### config.mk
export PLATFORM = sky130hd
export DESIGN_NAME = z80
export DESIGN_NICKNAME = d
export VERILOG_FILES = /design/src/z80_pkg.sv /design/src/z80_cycle_if.sv /design/src/z80.sv /design/src/z80_busreq.sv /design/src/z80_mcycle.sv /design/src/z80_sequencer.sv
export SDC_FILE = /design/constraint.sdc
export NUM_CORES = 1
export LEC_CHECK = 0
export BUFFER_PORTS_ARGS = -buffer_cell sky130_fd_sc_hd__clkbuf_2
export CELL_PAD_IN_SITES_DETAIL_PLACEMENT = 1
export CELL_PAD_IN_SITES_GLOBAL_PLACEMENT = 2
export CORE_ASPECT_RATIO = 1.2
export CORE_UTILIZATION = 42
export DETAILED_ROUTE_END_ITERATION = 10
export PLACE_DENSITY_LB_ADDON = 0.1
export SYNTH_ARGS = -nofsm -noshare
export SYNTH_HDL_FRONTEND = slang
export SYNTH_SLANG_ARGS = --single-unit
### constraint.sdc
create_clock -name CLK -period 4.68 [get_ports CLK]
set_clock_uncertainty 0.05 [all_clocks]
set_input_delay 1.404 -clock CLK [delete_from_list [all_inputs] [get_ports CLK]]
set_output_delay 1.404 -clock CLK [all_outputs]
set_load 0.01 [all_outputs]
### src/z80_pkg.sv
package z80_pkg;

    // ------------------------------------------------------------------------
    // Machine-cycle kinds
    // ------------------------------------------------------------------------
    localparam int cycle_kind_w = 3;

    localparam logic [cycle_kind_w-1:0] cycle_none   = 3'd0;
    localparam logic [cycle_kind_w-1:0] cycle_m1     = 3'd1;  // Opcode fetch with refresh
    localparam logic [cycle_kind_w-1:0] cycle_mem_rd = 3'd2;
    localparam logic [cycle_kind_w-1:0] cycle_mem_wr = 3'd3;
    localparam logic [cycle_kind_w-1:0] cycle_io_rd  = 3'd4;
    localparam logic [cycle_kind_w-1:0] cycle_io_wr  = 3'd5;

    // Base T-states per cycle, before any inserted Tw
    localparam logic [2:0] tstates_m1  = 3'd4;
    localparam logic [2:0] tstates_mem = 3'd3;
    localparam logic [2:0] tstates_io  = 3'd4;  // Includes the automatic wait

    // ------------------------------------------------------------------------
    // Supported opcodes
    // ------------------------------------------------------------------------
    localparam logic [7:0] op_nop     = 8'h00;
    localparam logic [7:0] op_ld_a_n  = 8'h3E;
    localparam logic [7:0] op_ld_a_nn = 8'h3A;
    localparam logic [7:0] op_ld_nn_a = 8'h32;
    localparam logic [7:0] op_out_n_a = 8'hD3;
    localparam logic [7:0] op_in_a_n  = 8'hDB;
    localparam logic [7:0] op_jp_nn   = 8'hC3;
    localparam logic [7:0] op_halt    = 8'h76;

    // Sequencer steps
    localparam int seq_state_w = 3;

    localparam logic [seq_state_w-1:0] st_fetch  = 3'd0;
    localparam logic [seq_state_w-1:0] st_op_lo  = 3'd1;
    localparam logic [seq_state_w-1:0] st_op_hi  = 3'd2;
    localparam logic [seq_state_w-1:0] st_exec   = 3'd3;
    localparam logic [seq_state_w-1:0] st_halt   = 3'd4;

    // ------------------------------------------------------------------------
    // Fetched byte, either raw or split into the x/y/z decode fields
    // ------------------------------------------------------------------------
    typedef union packed {
        logic [7:0] raw;
        struct packed {
            logic [1:0] x;  // Opcode quadrant
            logic [2:0] y;
            logic [2:0] z;
        } f;
    } opcode_t;

endpackage

### src/z80_cycle_if.sv
interface z80_cycle_if;

    logic                             start;  // One-clock request pulse
    logic [z80_pkg::cycle_kind_w-1:0] kind;
    logic [15:0]                      addr;
    logic [7:0]                       wdata;
    logic [7:0]                       rdata;  // Valid while done is high
    logic                             done;   // Last T-state of the cycle

    // Sequencer side
    // kind, addr and wdata stay stable from start until done
    modport seq (
        output start,
        output kind,
        output addr,
        output wdata,
        input  rdata,
        input  done
    );

    // Cycle engine side
    modport eng (
        input  start,
        input  kind,
        input  addr,
        input  wdata,
        output rdata,
        output done
    );

endinterface

### src/z80.sv
module z80 (
    input  logic        CLK,
    input  logic        reset,
    input  logic        nWAIT,
    input  logic        nBUSRQ,
    input  logic [7:0]  READ_D,

    output logic [15:0] A,
    output logic [7:0]  WRITE_D,
    output logic        nMREQ,
    output logic        nIORQ,
    output logic        nRD,
    output logic        nWR,
    output logic        nM1,
    output logic        nRFSH,
    output logic        nBUSAK
);

    logic stall;  // Bus granted or about to be

    z80_cycle_if cyc ();

    // Fetch, operand and data requests, one at a time
    z80_sequencer sequencer (
        .CLK   (CLK),
        .reset (reset),
        .stall (stall),
        .cyc   (cyc)
    );

    // T-states and bus strobes
    z80_mcycle mcycle (
        .CLK     (CLK),
        .reset   (reset),
        .nWAIT   (nWAIT),
        .READ_D  (READ_D),
        .cyc     (cyc),
        .A       (A),
        .WRITE_D (WRITE_D),
        .nMREQ   (nMREQ),
        .nIORQ   (nIORQ),
        .nRD     (nRD),
        .nWR     (nWR),
        .nM1     (nM1),
        .nRFSH   (nRFSH)
    );

    z80_busreq busreq (
        .CLK         (CLK),
        .reset       (reset),
        .nBUSRQ      (nBUSRQ),
        .mcycle_done (cyc.done),
        .nBUSAK      (nBUSAK),
        .stall       (stall)
    );

endmodule

### src/z80_busreq.sv
module z80_busreq (
    input  logic CLK,
    input  logic reset,
    input  logic nBUSRQ,
    input  logic mcycle_done,
    output logic nBUSAK,
    output logic stall
);

    logic busrq_q;    // Request as seen on the last edge
    logic grant_now;

    // Grant only on a machine-cycle boundary
    assign grant_now = mcycle_done && busrq_q;

    // Hold the sequencer while the grant is pending or active
    assign stall = grant_now || !nBUSAK;

    // ------------------------------------------------------------------------
    // Request latch and acknowledge
    // ------------------------------------------------------------------------
    always_ff @(posedge CLK) begin
        if (reset) begin
            busrq_q <= 1'b0;
            nBUSAK  <= 1'b1;
        end else begin
            busrq_q <= !nBUSRQ;
            if (grant_now) begin
                nBUSAK <= 1'b0;
            end else if (!busrq_q && !nBUSAK) begin
                nBUSAK <= 1'b1;  // Release one clock after the request drops
            end
        end
    end

endmodule

### src/z80_mcycle.sv
module z80_mcycle (
    input  logic        CLK,
    input  logic        reset,
    input  logic        nWAIT,
    input  logic [7:0]  READ_D,
    z80_cycle_if.eng    cyc,
    output logic [15:0] A,
    output logic [7:0]  WRITE_D,
    output logic        nMREQ,
    output logic        nIORQ,
    output logic        nRD,
    output logic        nWR,
    output logic        nM1,
    output logic        nRFSH
);

    logic [2:0]  tstate;       // 0 when idle, else base T-state 1..N
    logic [2:0]  tstate_next;
    logic [2:0]  base;
    logic [2:0]  sample_t;     // T-state where nWAIT is sampled
    logic        is_m1;
    logic        is_io;
    logic [6:0]  r;            // Refresh counter
    logic [7:0]  rdata_q;
    logic [15:0] addr_next;
    logic        mreq_next;
    logic        iorq_next;
    logic        rd_next;
    logic        wr_next;
    logic        m1_next;
    logic        rfsh_next;

    assign is_m1 = (cyc.kind == z80_pkg::cycle_m1);
    assign is_io = (cyc.kind == z80_pkg::cycle_io_rd) || (cyc.kind == z80_pkg::cycle_io_wr);

    assign base     = is_m1 ? z80_pkg::tstates_m1 :
                      is_io ? z80_pkg::tstates_io : z80_pkg::tstates_mem;
    assign sample_t = is_io ? 3'd3 : 3'd2;  // I/O samples in its automatic wait

    assign cyc.done = (tstate == base);

    // Opcode byte is held from T2, other reads come straight off the bus in T3
    assign cyc.rdata = is_m1 ? rdata_q : READ_D;

    // ------------------------------------------------------------------------
    // T-state counter
    // ------------------------------------------------------------------------
    always_comb begin
        tstate_next = tstate;
        if (tstate == 3'd0) begin
            if (cyc.start) begin
                tstate_next = 3'd1;
            end
        end else if (cyc.done) begin
            tstate_next = 3'd0;
        end else if (tstate != sample_t || nWAIT) begin
            tstate_next = tstate + 3'd1;
        end
        // Low nWAIT at the sample point holds the count for one Tw
    end

    // ------------------------------------------------------------------------
    // Strobes and address for the coming T-state
    // ------------------------------------------------------------------------
    always_comb begin
        mreq_next = 1'b0;
        iorq_next = 1'b0;
        rd_next   = 1'b0;
        wr_next   = 1'b0;
        m1_next   = 1'b0;
        rfsh_next = 1'b0;
        addr_next = A;  // Idle bus keeps the last address
        if (tstate_next != 3'd0) begin
            addr_next = cyc.addr;
            case (cyc.kind)
                z80_pkg::cycle_m1: begin
                    if (tstate_next <= 3'd2) begin  // T1, T2 and Tw
                        m1_next   = 1'b1;
                        mreq_next = 1'b1;
                        rd_next   = 1'b1;
                    end else begin                  // Refresh in T3 and T4
                        rfsh_next = 1'b1;
                        mreq_next = (tstate_next == 3'd3);
                        addr_next = {9'd0, r};
                    end
                end
                z80_pkg::cycle_mem_rd: begin
                    mreq_next = 1'b1;
                    rd_next   = 1'b1;
                end
                z80_pkg::cycle_mem_wr: begin
                    mreq_next = 1'b1;
                    wr_next   = (tstate_next >= 3'd2);
                end
                z80_pkg::cycle_io_rd: begin
                    iorq_next = (tstate_next >= 3'd2);
                    rd_next   = (tstate_next >= 3'd2);
                end
                z80_pkg::cycle_io_wr: begin
                    iorq_next = (tstate_next >= 3'd2);
                    wr_next   = (tstate_next >= 3'd2);
                end
                default: ;
            endcase
        end
    end

    always_ff @(posedge CLK) begin
        if (reset) begin
            tstate <= 3'd0;
            r      <= 7'd0;
            nMREQ  <= 1'b1;
            nIORQ  <= 1'b1;
            nRD    <= 1'b1;
            nWR    <= 1'b1;
            nM1    <= 1'b1;
            nRFSH  <= 1'b1;
        end else begin
            tstate <= tstate_next;
            nMREQ  <= !mreq_next;
            nIORQ  <= !iorq_next;
            nRD    <= !rd_next;
            nWR    <= !wr_next;
            nM1    <= !m1_next;
            nRFSH  <= !rfsh_next;
            if (cyc.done && is_m1) begin
                r <= r + 7'd1;  // Advance after each refresh
            end
        end
    end

    // Bus payload
    always_ff @(posedge CLK) begin
        A <= addr_next;
        if (cyc.start) begin
            WRITE_D <= cyc.wdata;
        end
        if (is_m1 && tstate == sample_t && nWAIT) begin
            rdata_q <= READ_D;  // End of the last T2/Tw
        end
    end

endmodule

### src/z80_sequencer.sv
module z80_sequencer (
    input  logic      CLK,
    input  logic      reset,
    input  logic      stall,
    z80_cycle_if.seq  cyc
);

    logic [z80_pkg::seq_state_w-1:0] state;
    logic [z80_pkg::seq_state_w-1:0] after_fetch;  // Step that follows the opcode fetch
    logic [15:0]                     pc;
    logic [7:0]                      acc;
    logic [15:0]                     operand;
    z80_pkg::opcode_t                opcode;       // Opcode of the current instruction
    z80_pkg::opcode_t                fetched;      // Byte returned by an M1 cycle
    logic                            busy;         // Cycle issued and not yet done

    assign fetched = cyc.rdata;

    // Issue as soon as the previous cycle is done and the bus is ours
    assign cyc.start = !busy && !stall;

    // ------------------------------------------------------------------------
    // Opcode classification, by quadrant first and then by raw value
    // ------------------------------------------------------------------------
    always_comb begin
        after_fetch = z80_pkg::st_fetch;  // Anything unknown runs as NOP
        case (fetched.f.x)
            2'd0: begin  // Immediate and direct loads
                if (fetched.raw == z80_pkg::op_ld_a_n ||
                    fetched.raw == z80_pkg::op_ld_a_nn ||
                    fetched.raw == z80_pkg::op_ld_nn_a) begin
                    after_fetch = z80_pkg::st_op_lo;
                end
            end
            2'd1: begin  // LD r,r' block, only HALT lives here
                if (fetched.f.y == 3'd6 && fetched.f.z == 3'd6 &&
                    fetched.raw == z80_pkg::op_halt) begin
                    after_fetch = z80_pkg::st_halt;
                end
            end
            2'd3: begin  // Port and jump group
                if (fetched.raw == z80_pkg::op_out_n_a ||
                    fetched.raw == z80_pkg::op_in_a_n ||
                    fetched.raw == z80_pkg::op_jp_nn) begin
                    after_fetch = z80_pkg::st_op_lo;
                end
            end
            default: ;
        endcase
    end

    // ------------------------------------------------------------------------
    // Cycle request for the current step
    // ------------------------------------------------------------------------
    always_comb begin
        cyc.kind  = z80_pkg::cycle_m1;  // Fetch and halted refetch
        cyc.addr  = pc;
        cyc.wdata = acc;
        case (state)
            z80_pkg::st_op_lo,
            z80_pkg::st_op_hi: cyc.kind = z80_pkg::cycle_mem_rd;
            z80_pkg::st_exec: begin
                case (opcode.raw)
                    z80_pkg::op_ld_a_nn: begin
                        cyc.kind = z80_pkg::cycle_mem_rd;
                        cyc.addr = operand;
                    end
                    z80_pkg::op_ld_nn_a: begin
                        cyc.kind = z80_pkg::cycle_mem_wr;
                        cyc.addr = operand;
                    end
                    z80_pkg::op_out_n_a: begin
                        cyc.kind = z80_pkg::cycle_io_wr;
                        cyc.addr = {acc, operand[7:0]};  // A on the upper byte
                    end
                    z80_pkg::op_in_a_n: begin
                        cyc.kind = z80_pkg::cycle_io_rd;
                        cyc.addr = {acc, operand[7:0]};
                    end
                    default: cyc.kind = z80_pkg::cycle_none;
                endcase
            end
            default: ;
        endcase
    end

    // ------------------------------------------------------------------------
    // Step, PC and accumulator updates at the end of each cycle
    // ------------------------------------------------------------------------
    always_ff @(posedge CLK) begin
        if (reset) begin
            state <= z80_pkg::st_fetch;
            pc    <= 16'd0;
            acc   <= 8'd0;
            busy  <= 1'b0;
        end else begin
            if (cyc.start) begin
                busy <= 1'b1;
            end
            if (cyc.done) begin
                busy <= 1'b0;
                case (state)
                    z80_pkg::st_fetch: begin
                        pc    <= pc + 16'd1;
                        state <= after_fetch;
                    end
                    z80_pkg::st_op_lo: begin
                        pc <= pc + 16'd1;
                        if (opcode.raw == z80_pkg::op_ld_a_n) begin
                            acc   <= cyc.rdata;
                            state <= z80_pkg::st_fetch;
                        end else if (opcode.raw == z80_pkg::op_out_n_a ||
                                     opcode.raw == z80_pkg::op_in_a_n) begin
                            state <= z80_pkg::st_exec;
                        end else begin
                            state <= z80_pkg::st_op_hi;  // 16-bit operand
                        end
                    end
                    z80_pkg::st_op_hi: begin
                        if (opcode.raw == z80_pkg::op_jp_nn) begin
                            pc    <= {cyc.rdata, operand[7:0]};
                            state <= z80_pkg::st_fetch;
                        end else begin
                            pc    <= pc + 16'd1;
                            state <= z80_pkg::st_exec;
                        end
                    end
                    z80_pkg::st_exec: begin
                        if (opcode.raw == z80_pkg::op_ld_a_nn ||
                            opcode.raw == z80_pkg::op_in_a_n) begin
                            acc <= cyc.rdata;
                        end
                        state <= z80_pkg::st_fetch;
                    end
                    default: ;  // Halted, PC stays on HALT address + 1
                endcase
            end
        end
    end

    // Instruction payload
    always_ff @(posedge CLK) begin
        if (cyc.done) begin
            case (state)
                z80_pkg::st_fetch: opcode        <= fetched;
                z80_pkg::st_op_lo: operand[7:0]  <= cyc.rdata;
                z80_pkg::st_op_hi: operand[15:8] <= cyc.rdata;
                default: ;
            endcase
        end
    end

endmodule

**Word-level counts from Yosys, hierarchy flattened**

Index checks and enable logic that the tools add are counted.

- Order comparisons: 2
- Reductions and logical operators: 50
- Eq/ne operators: 31
- Add/sub/neg operators: 3
- Mux-type cells: 44

Operator list:

| kind | number |
|---|---|
| 2-to-1 mux 16 bit | 4 |
| case mux 16 bit (2 select lines) | 2 |
| equality test 8 x 6 -> 1 bit, second input constant | 6 |
| equality test 8 bit, second input constant | 6 |
| 2-to-1 mux 3 bit | 8 |
| 2-to-1 mux 8 bit | 3 |
| case mux 3 bit (4 select lines) | 2 |
| 2-to-1 mux 1 bit | 19 |
| adder 16 x 1 -> 16 bit, second input constant | 1 |
| case mux 8 bit (2 select lines) | 1 |
| OR reduction 2 bit | 8 |
| equality test 3 x 2 -> 1 bit, second input constant | 5 |
| equality test 3 bit, second input constant | 4 |
| zero test 1 bit | 11 |
| AND reduction 2 bit | 5 |
| logical OR 1 bit | 9 |
| case mux 3 bit (3 select lines) | 1 |
| equality test 8 x 7 -> 1 bit, second input constant | 1 |
| logical AND 1 bit | 8 |
| adder 7 x 1 -> 7 bit, second input constant | 1 |
| equality test 3 x 1 -> 1 bit, second input constant | 2 |
| equality test 3 bit | 2 |
| zero test 3 bit | 2 |
| case mux 3 bit (2 select lines) | 1 |
| 15 further kinds | 18 |

- Output and inout bits: 31
- Bits in registers: 102
- Word-level logic and storage cells: 150
- Input port bits: 12

**Depth between registers and ports, before layout**

- Word-level depth: 19
- Mapped depth: 11
- Gate-level depth less buffers: 8

**Modules after synthesis**

A second synthesis with hierarchy kept.

- Cells, all modules: 459
- Area total of the unflattened synthesis: 4932.2 um2

Modules (own cells, without submodules):

| module | sequential area each (um2) | cells each | instances | area each (um2) |
|---|---|---|---|---|
| z80_sequencer | 1281.2 | 281 | 1 | 2819.0 |
| z80_mcycle | 1281.2 | 171 | 1 | 2048.2 |
| z80_busreq | 40.0 | 7 | 1 | 65.1 |

**Worst setup path after synthesis**

No wires, ideal clock.

- Path kind: input to register
- Start point: input nWAIT
- End point: register mcycle.A[0] (data pin)
- Required time: 4.370 ns
- Setup time: 0.260 ns
- Buffers on the path: 0
- Stages on the path: 7
- Setup slack: 1.531 ns
- Arrival time: 2.839 ns
- Cells stage by stage: nor3b_1 -> nor2_1 -> a21oi_1 -> o221ai_1 -> a21o_1 -> a21oi_4 -> mux2_2

- Cells in the longest elaborated chain, start to end: 7

Ends and longest elaborated chain:

| item | RTL line | text |
|---|---|---|
| from (decl) | z80.sv:4 | `input logic nWAIT,` |
| logical OR 1 bit | z80_mcycle.sv:56 | `end else if (tstate != sample_t \|\| nWAIT) begin` |
| 2-to-1 mux 3 bit | z80_mcycle.sv:56 |  |
| 2-to-1 mux 3 bit | z80_mcycle.sv:54 | `end else if (cyc.done) begin` |
| 2-to-1 mux 3 bit | z80_mcycle.sv:50 | `if (tstate == 3'd0) begin` |
| <= comparator 3 x 2 -> 1 bit | z80_mcycle.sv:77 | `if (tstate_next <= 3'd2) begin` |
| 2-to-1 mux 16 bit | z80_mcycle.sv:77 |  |
| 2-to-1 mux 16 bit | z80_mcycle.sv:75 | `case (cyc.kind)` |
| to (signal assigned) | z80_mcycle.sv:134 | `A <= addr_next;` |
| to (decl) | z80_mcycle.sv:7 | `output logic [15:0] A,` |

No other way between the ends.
A chain may end at the register's enable or synchronous reset.

**Final worst setup path**

- Start point: register sequencer.state[1] in the netlist's numbering
- End point: register mcycle.A[2] (data pin)

- Cells in the longest elaborated chain, start to end: 17
- Elaborated cells on any way between the ends: 27
- Those cells by class: 1 x order compare; 8 x eq/ne; 11 x mux; 7 x reduce/logical

Ends and longest elaborated chain:

| item | RTL line | text |
|---|---|---|
| from (decl) | z80_sequencer.sv:8 | `logic [z80_pkg::seq_state_w-1:0] state;` |
| from (signal assigned) | z80_sequencer.sv:92 | `state <= z80_pkg::st_fetch;` |
| from (signal assigned) | z80_sequencer.sv:105 | `state <= after_fetch;` |
| from (signal assigned) | z80_sequencer.sv:111 | `state <= z80_pkg::st_fetch;` |
| equality test 3 x 1 -> 1 bit / equality test 3 x 2 -> 1 bit (equally long branches) | z80_sequencer.sv:59 | `case (state)` |
| OR reduction 2 bit | z80_sequencer.sv:59 |  |
| case mux 3 bit (2 select lines) | z80_sequencer.sv:59 |  |
| equality test 3 bit | z80_mcycle.sv:34 | `assign is_io = (cyc.kind == z80_pkg::cycle_io_rd) \|\| (cyc.kind == z80_pkg::cycle_io_wr);` |
| logical OR 1 bit | z80_mcycle.sv:34 |  |
| 2-to-1 mux 3 bit | z80_mcycle.sv:37 | `is_io ? z80_pkg::tstates_io : z80_pkg::tstates_mem;` |
| 2-to-1 mux 3 bit | z80_mcycle.sv:36 | `assign base = is_m1 ? z80_pkg::tstates_m1 :` |
| equality test 3 bit | z80_mcycle.sv:40 | `assign cyc.done = (tstate == base);` |
| logical AND 1 bit | z80_busreq.sv:14 | `assign grant_now = mcycle_done && busrq_q;` |
| logical OR 1 bit | z80_busreq.sv:17 | `assign stall = grant_now \|\| !nBUSAK;` |
| zero test 1 bit | z80_sequencer.sv:20 | `assign cyc.start = !busy && !stall;` |
| logical AND 1 bit | z80_sequencer.sv:20 |  |
| 2-to-1 mux 3 bit | z80_mcycle.sv:51 | `if (cyc.start) begin` |
| 2-to-1 mux 3 bit | z80_mcycle.sv:50 |  |
| <= comparator 3 x 2 -> 1 bit | z80_mcycle.sv:77 |  |
| 2-to-1 mux 16 bit | z80_mcycle.sv:77 |  |
| 2-to-1 mux 16 bit (*) | z80_mcycle.sv:75 |  |

Mark *: on every way between the ends. The rest lies on a longest branch, timed or not.

==> metrics.txt <==
status finished clean; Synth area leaders edfxtp_1 (36%), dfxtp_1 (20%), nor2_1 (5.1%); clk buf depth 2; synth warn 0; Final ANT Viol Nets 0; chip height 117 µm; mux cell area share after synthesis 5.58%; Mapped Area 4660 µm²; area delta synth->final 13.6%; commonest cells after routing, fill and taps aside nor2_1 (63), edfxtp_1 (56), dfxtp_1 (46); measured slew at the worst slew-check pin 1.15 ns; RSZ-0062 raised after global routing false; vias in the first global route 3,601; Clock Latency Late Sink 0.34 ns; async set-reset flop share out of synthesis 0%; met2 WL 6160 µm; Startpoint Class flip-flop; Clk pin slew, worst setup/hold paths 0.07 ns; Boundary Pins 43; CP required 4.72 ns; syn nets 457; r2r endpoint mcycle.A[2]; fin crit share 72.8%; top sig layer met4; Setup-failing EPs final 0; most common cell after layout, fill and taps aside nor2_1; Setup Fix Bufs, Post-CTS 0; Post-DP HPWL 8620 µm; # rows 41; DRC 0; complex-gate fraction of the synthesized area 15.6%; worst rel slew slack 22.4%; adder-cell area share of the yosys netlist 1.07%; HP Class flip-flop to flip-flop; WP data arrival 3.45 ns; Detail Route met3 WL 395 µm; Avg Inst Size Synth 10.6 µm²; Slew Limit Fails 0; # port buffers 42; largest net degree at the start of global routing 47; H-tree depth 3; number of synthesized flops with an enable pin 56; global-route wire length before repair 19,800 µm; Num CTS Buffers 9; max_cap viols 0; WL/cell 20.2 µm; DIE AREA 11,500 µm²; Worst Path Max Fanout 17; Overall Global Routing Usage 22.4%; grt total ovfl 0; layout filler cell count 1,198; die boundary width 98.2 µm; Hold EP busreq.nBUSAK; top_reg_cell synth edfxtp_1; Final min period 3.41 ns; share of post-route cells with drive strength above 1 18.7%; Core Util, Final 49.6%; Hold Crit Start busreq.busrq_q; via count 3,581; DR pass1 iterations 6; Antenna diodes 0; PwrDens 419 nW/µm²; Resized Gates After CTS 0; Fmax 293 MHz; synthesized flop and latch total 102; Hold Vio Cnt, Final 0; DR iter-0 viols 182; crit path kind flip-flop to flip-flop; setup TNS 0 ns; r2r startpoint sequencer.state[1]; Routed met1 length 5490 µm; final net count 492; largest family of logic cells by synthesized area simple AND/OR/NAND/NOR gates; Simple-Gate Fraction of Synth Area 17.5%; Leak 1.94 nW; CTS Root Cell clkbuf_16; Synth top area share 36.1%; # clock sinks 102; gate count after technology mapping 441; worst vdd ir 0.000304 V; vias per inst 5.87; antenna violations before repair 0; Post-Route WL 12,300 µm; CTS tree built; worst reg-to-reg path cell count 7; reg-to-reg slack, setup 1.27 ns; XOR/XNOR share of the synthesized area 1.13%; Unique masters post-synth 58; Core Region 10,700 µm²; crit end category flip-flop; hold buffers post-CTS 0; GP Congestion 0.852; area leader, netlist edfxtp_1; register area share after synthesis 55.8%; Starting Density 43.7%; hold-critical path depth 1
==> area by class of cell <==
class                   instances  area [µm²]  area share, %
flip-flops and latches        102        2600           49.2
clock inverters                 5        55.1           1.04
clock buffers                  11         254           4.80
well taps                     129         161           3.05
repair buffers                 49         263           4.96
multi-input cells             302        1910           36.1
inverters                      12        45.0          0.851
==> layer usage <==
layer  GRT usage, %  vias to the layer above
met1           28.9                     1774
met2           37.8                       77
li1               -                     1707
met3           3.10                       23
met4           9.24                        0
met5              0                        -
==> report_power, final <==
group / total, W / switching, W / internal, W
registers: 0.00110 / 0.0000404 / 0.00106
logic: 0.000342 / 0.000222 / 0.000120
clock network: 0.000778 / 0.000330 / 0.000448
total: 0.00222 / 0.000593 / 0.00162
==> cell usage after synthesis, drive strengths merged, types with 6 or more instances <==
cell type and instances:
nand2 33, a22oi 11, and3 9, a211oi 10, dfxtp 46, nor4 7, nand3 14, a21oi 29
inv 12, edfxtp 56, o21ai 21, mux2 16, nor2 63, mux2i 8, clkbuf 19, buf 6
nor3 10
==> cells by family (layout without fill, tap and decap cells) <==
| kind of cell | count (synthesis) | count (layout) |
|---|---|---|
| AO/OA/AOI/OAI | 105 | 105 |
| XOR/XNOR | 6 | 6 |
| adder cells (fa/ha/maj) | 4 | 4 |
| buffers and inverters | 37 | 77 |
| flip-flops | 102 | 102 |
| multiplexers | 24 | 24 |
| AND/OR/NAND/NOR | 163 | 163 |
==> worst max-delay path, cell delays in order, from the launching register on <==
cell and delay [ns]:
dfxtp_1 0.64, nand3b_4 0.25, o31ai_4 0.33, mux2i_1 0.49
a41oi_1 0.24, a21o_1 0.28, a21oi_4 0.47, mux2_2 0.40
==> how the worst max path moves through the flow <==
stage                                   from  cells after the start  slack, ns          end
final                     sequencer.state[1]                      7       1.27  mcycle.A[2]
after global routing      sequencer.state[1]                      7       0.97  mcycle.A[6]
after CTS                 sequencer.state[1]                      7       1.22  mcycle.A[6]
after detailed placement               nWAIT                      8       0.94  mcycle.A[2]
after global placement                 nWAIT                      8       1.06  mcycle.A[3]
after floorplan                        nWAIT                      7       1.53  mcycle.A[0]
==> registers in the layout, indices dropped and copies added, names as in the netlist, 7 cells and up <==
register             flops
mcycle.A                16
sequencer.operand       16
sequencer.pc            16
mcycle.WRITE_D           8
mcycle.rdata_q           8
sequencer.cyc.wdata      8
sequencer.opcode         8
mcycle.r                 7
==> metrics by stage <==
stage | setup WS, ns | std cells | hold slack (ns) | total power [W] | cell area (µm²)
final | 1.27 | 610 | 0.426 | 0.00222 | 5290
after global routing | 0.969 | 610 | 0.447 | 0.00231 | 5290
after CTS | 1.22 | 610 | 0.423 | 0.00224 | 5290
after detailed placement | 0.938 | 594 | 0.405 | 0.00146 | 4980
after global placement | 1.06 | 594 | 0.400 | 0.00146 | 4980
after floorplan | 1.53 | 441 | 0.357 | 0.00132 | 4660
Power figures use the tool's default switching activity.
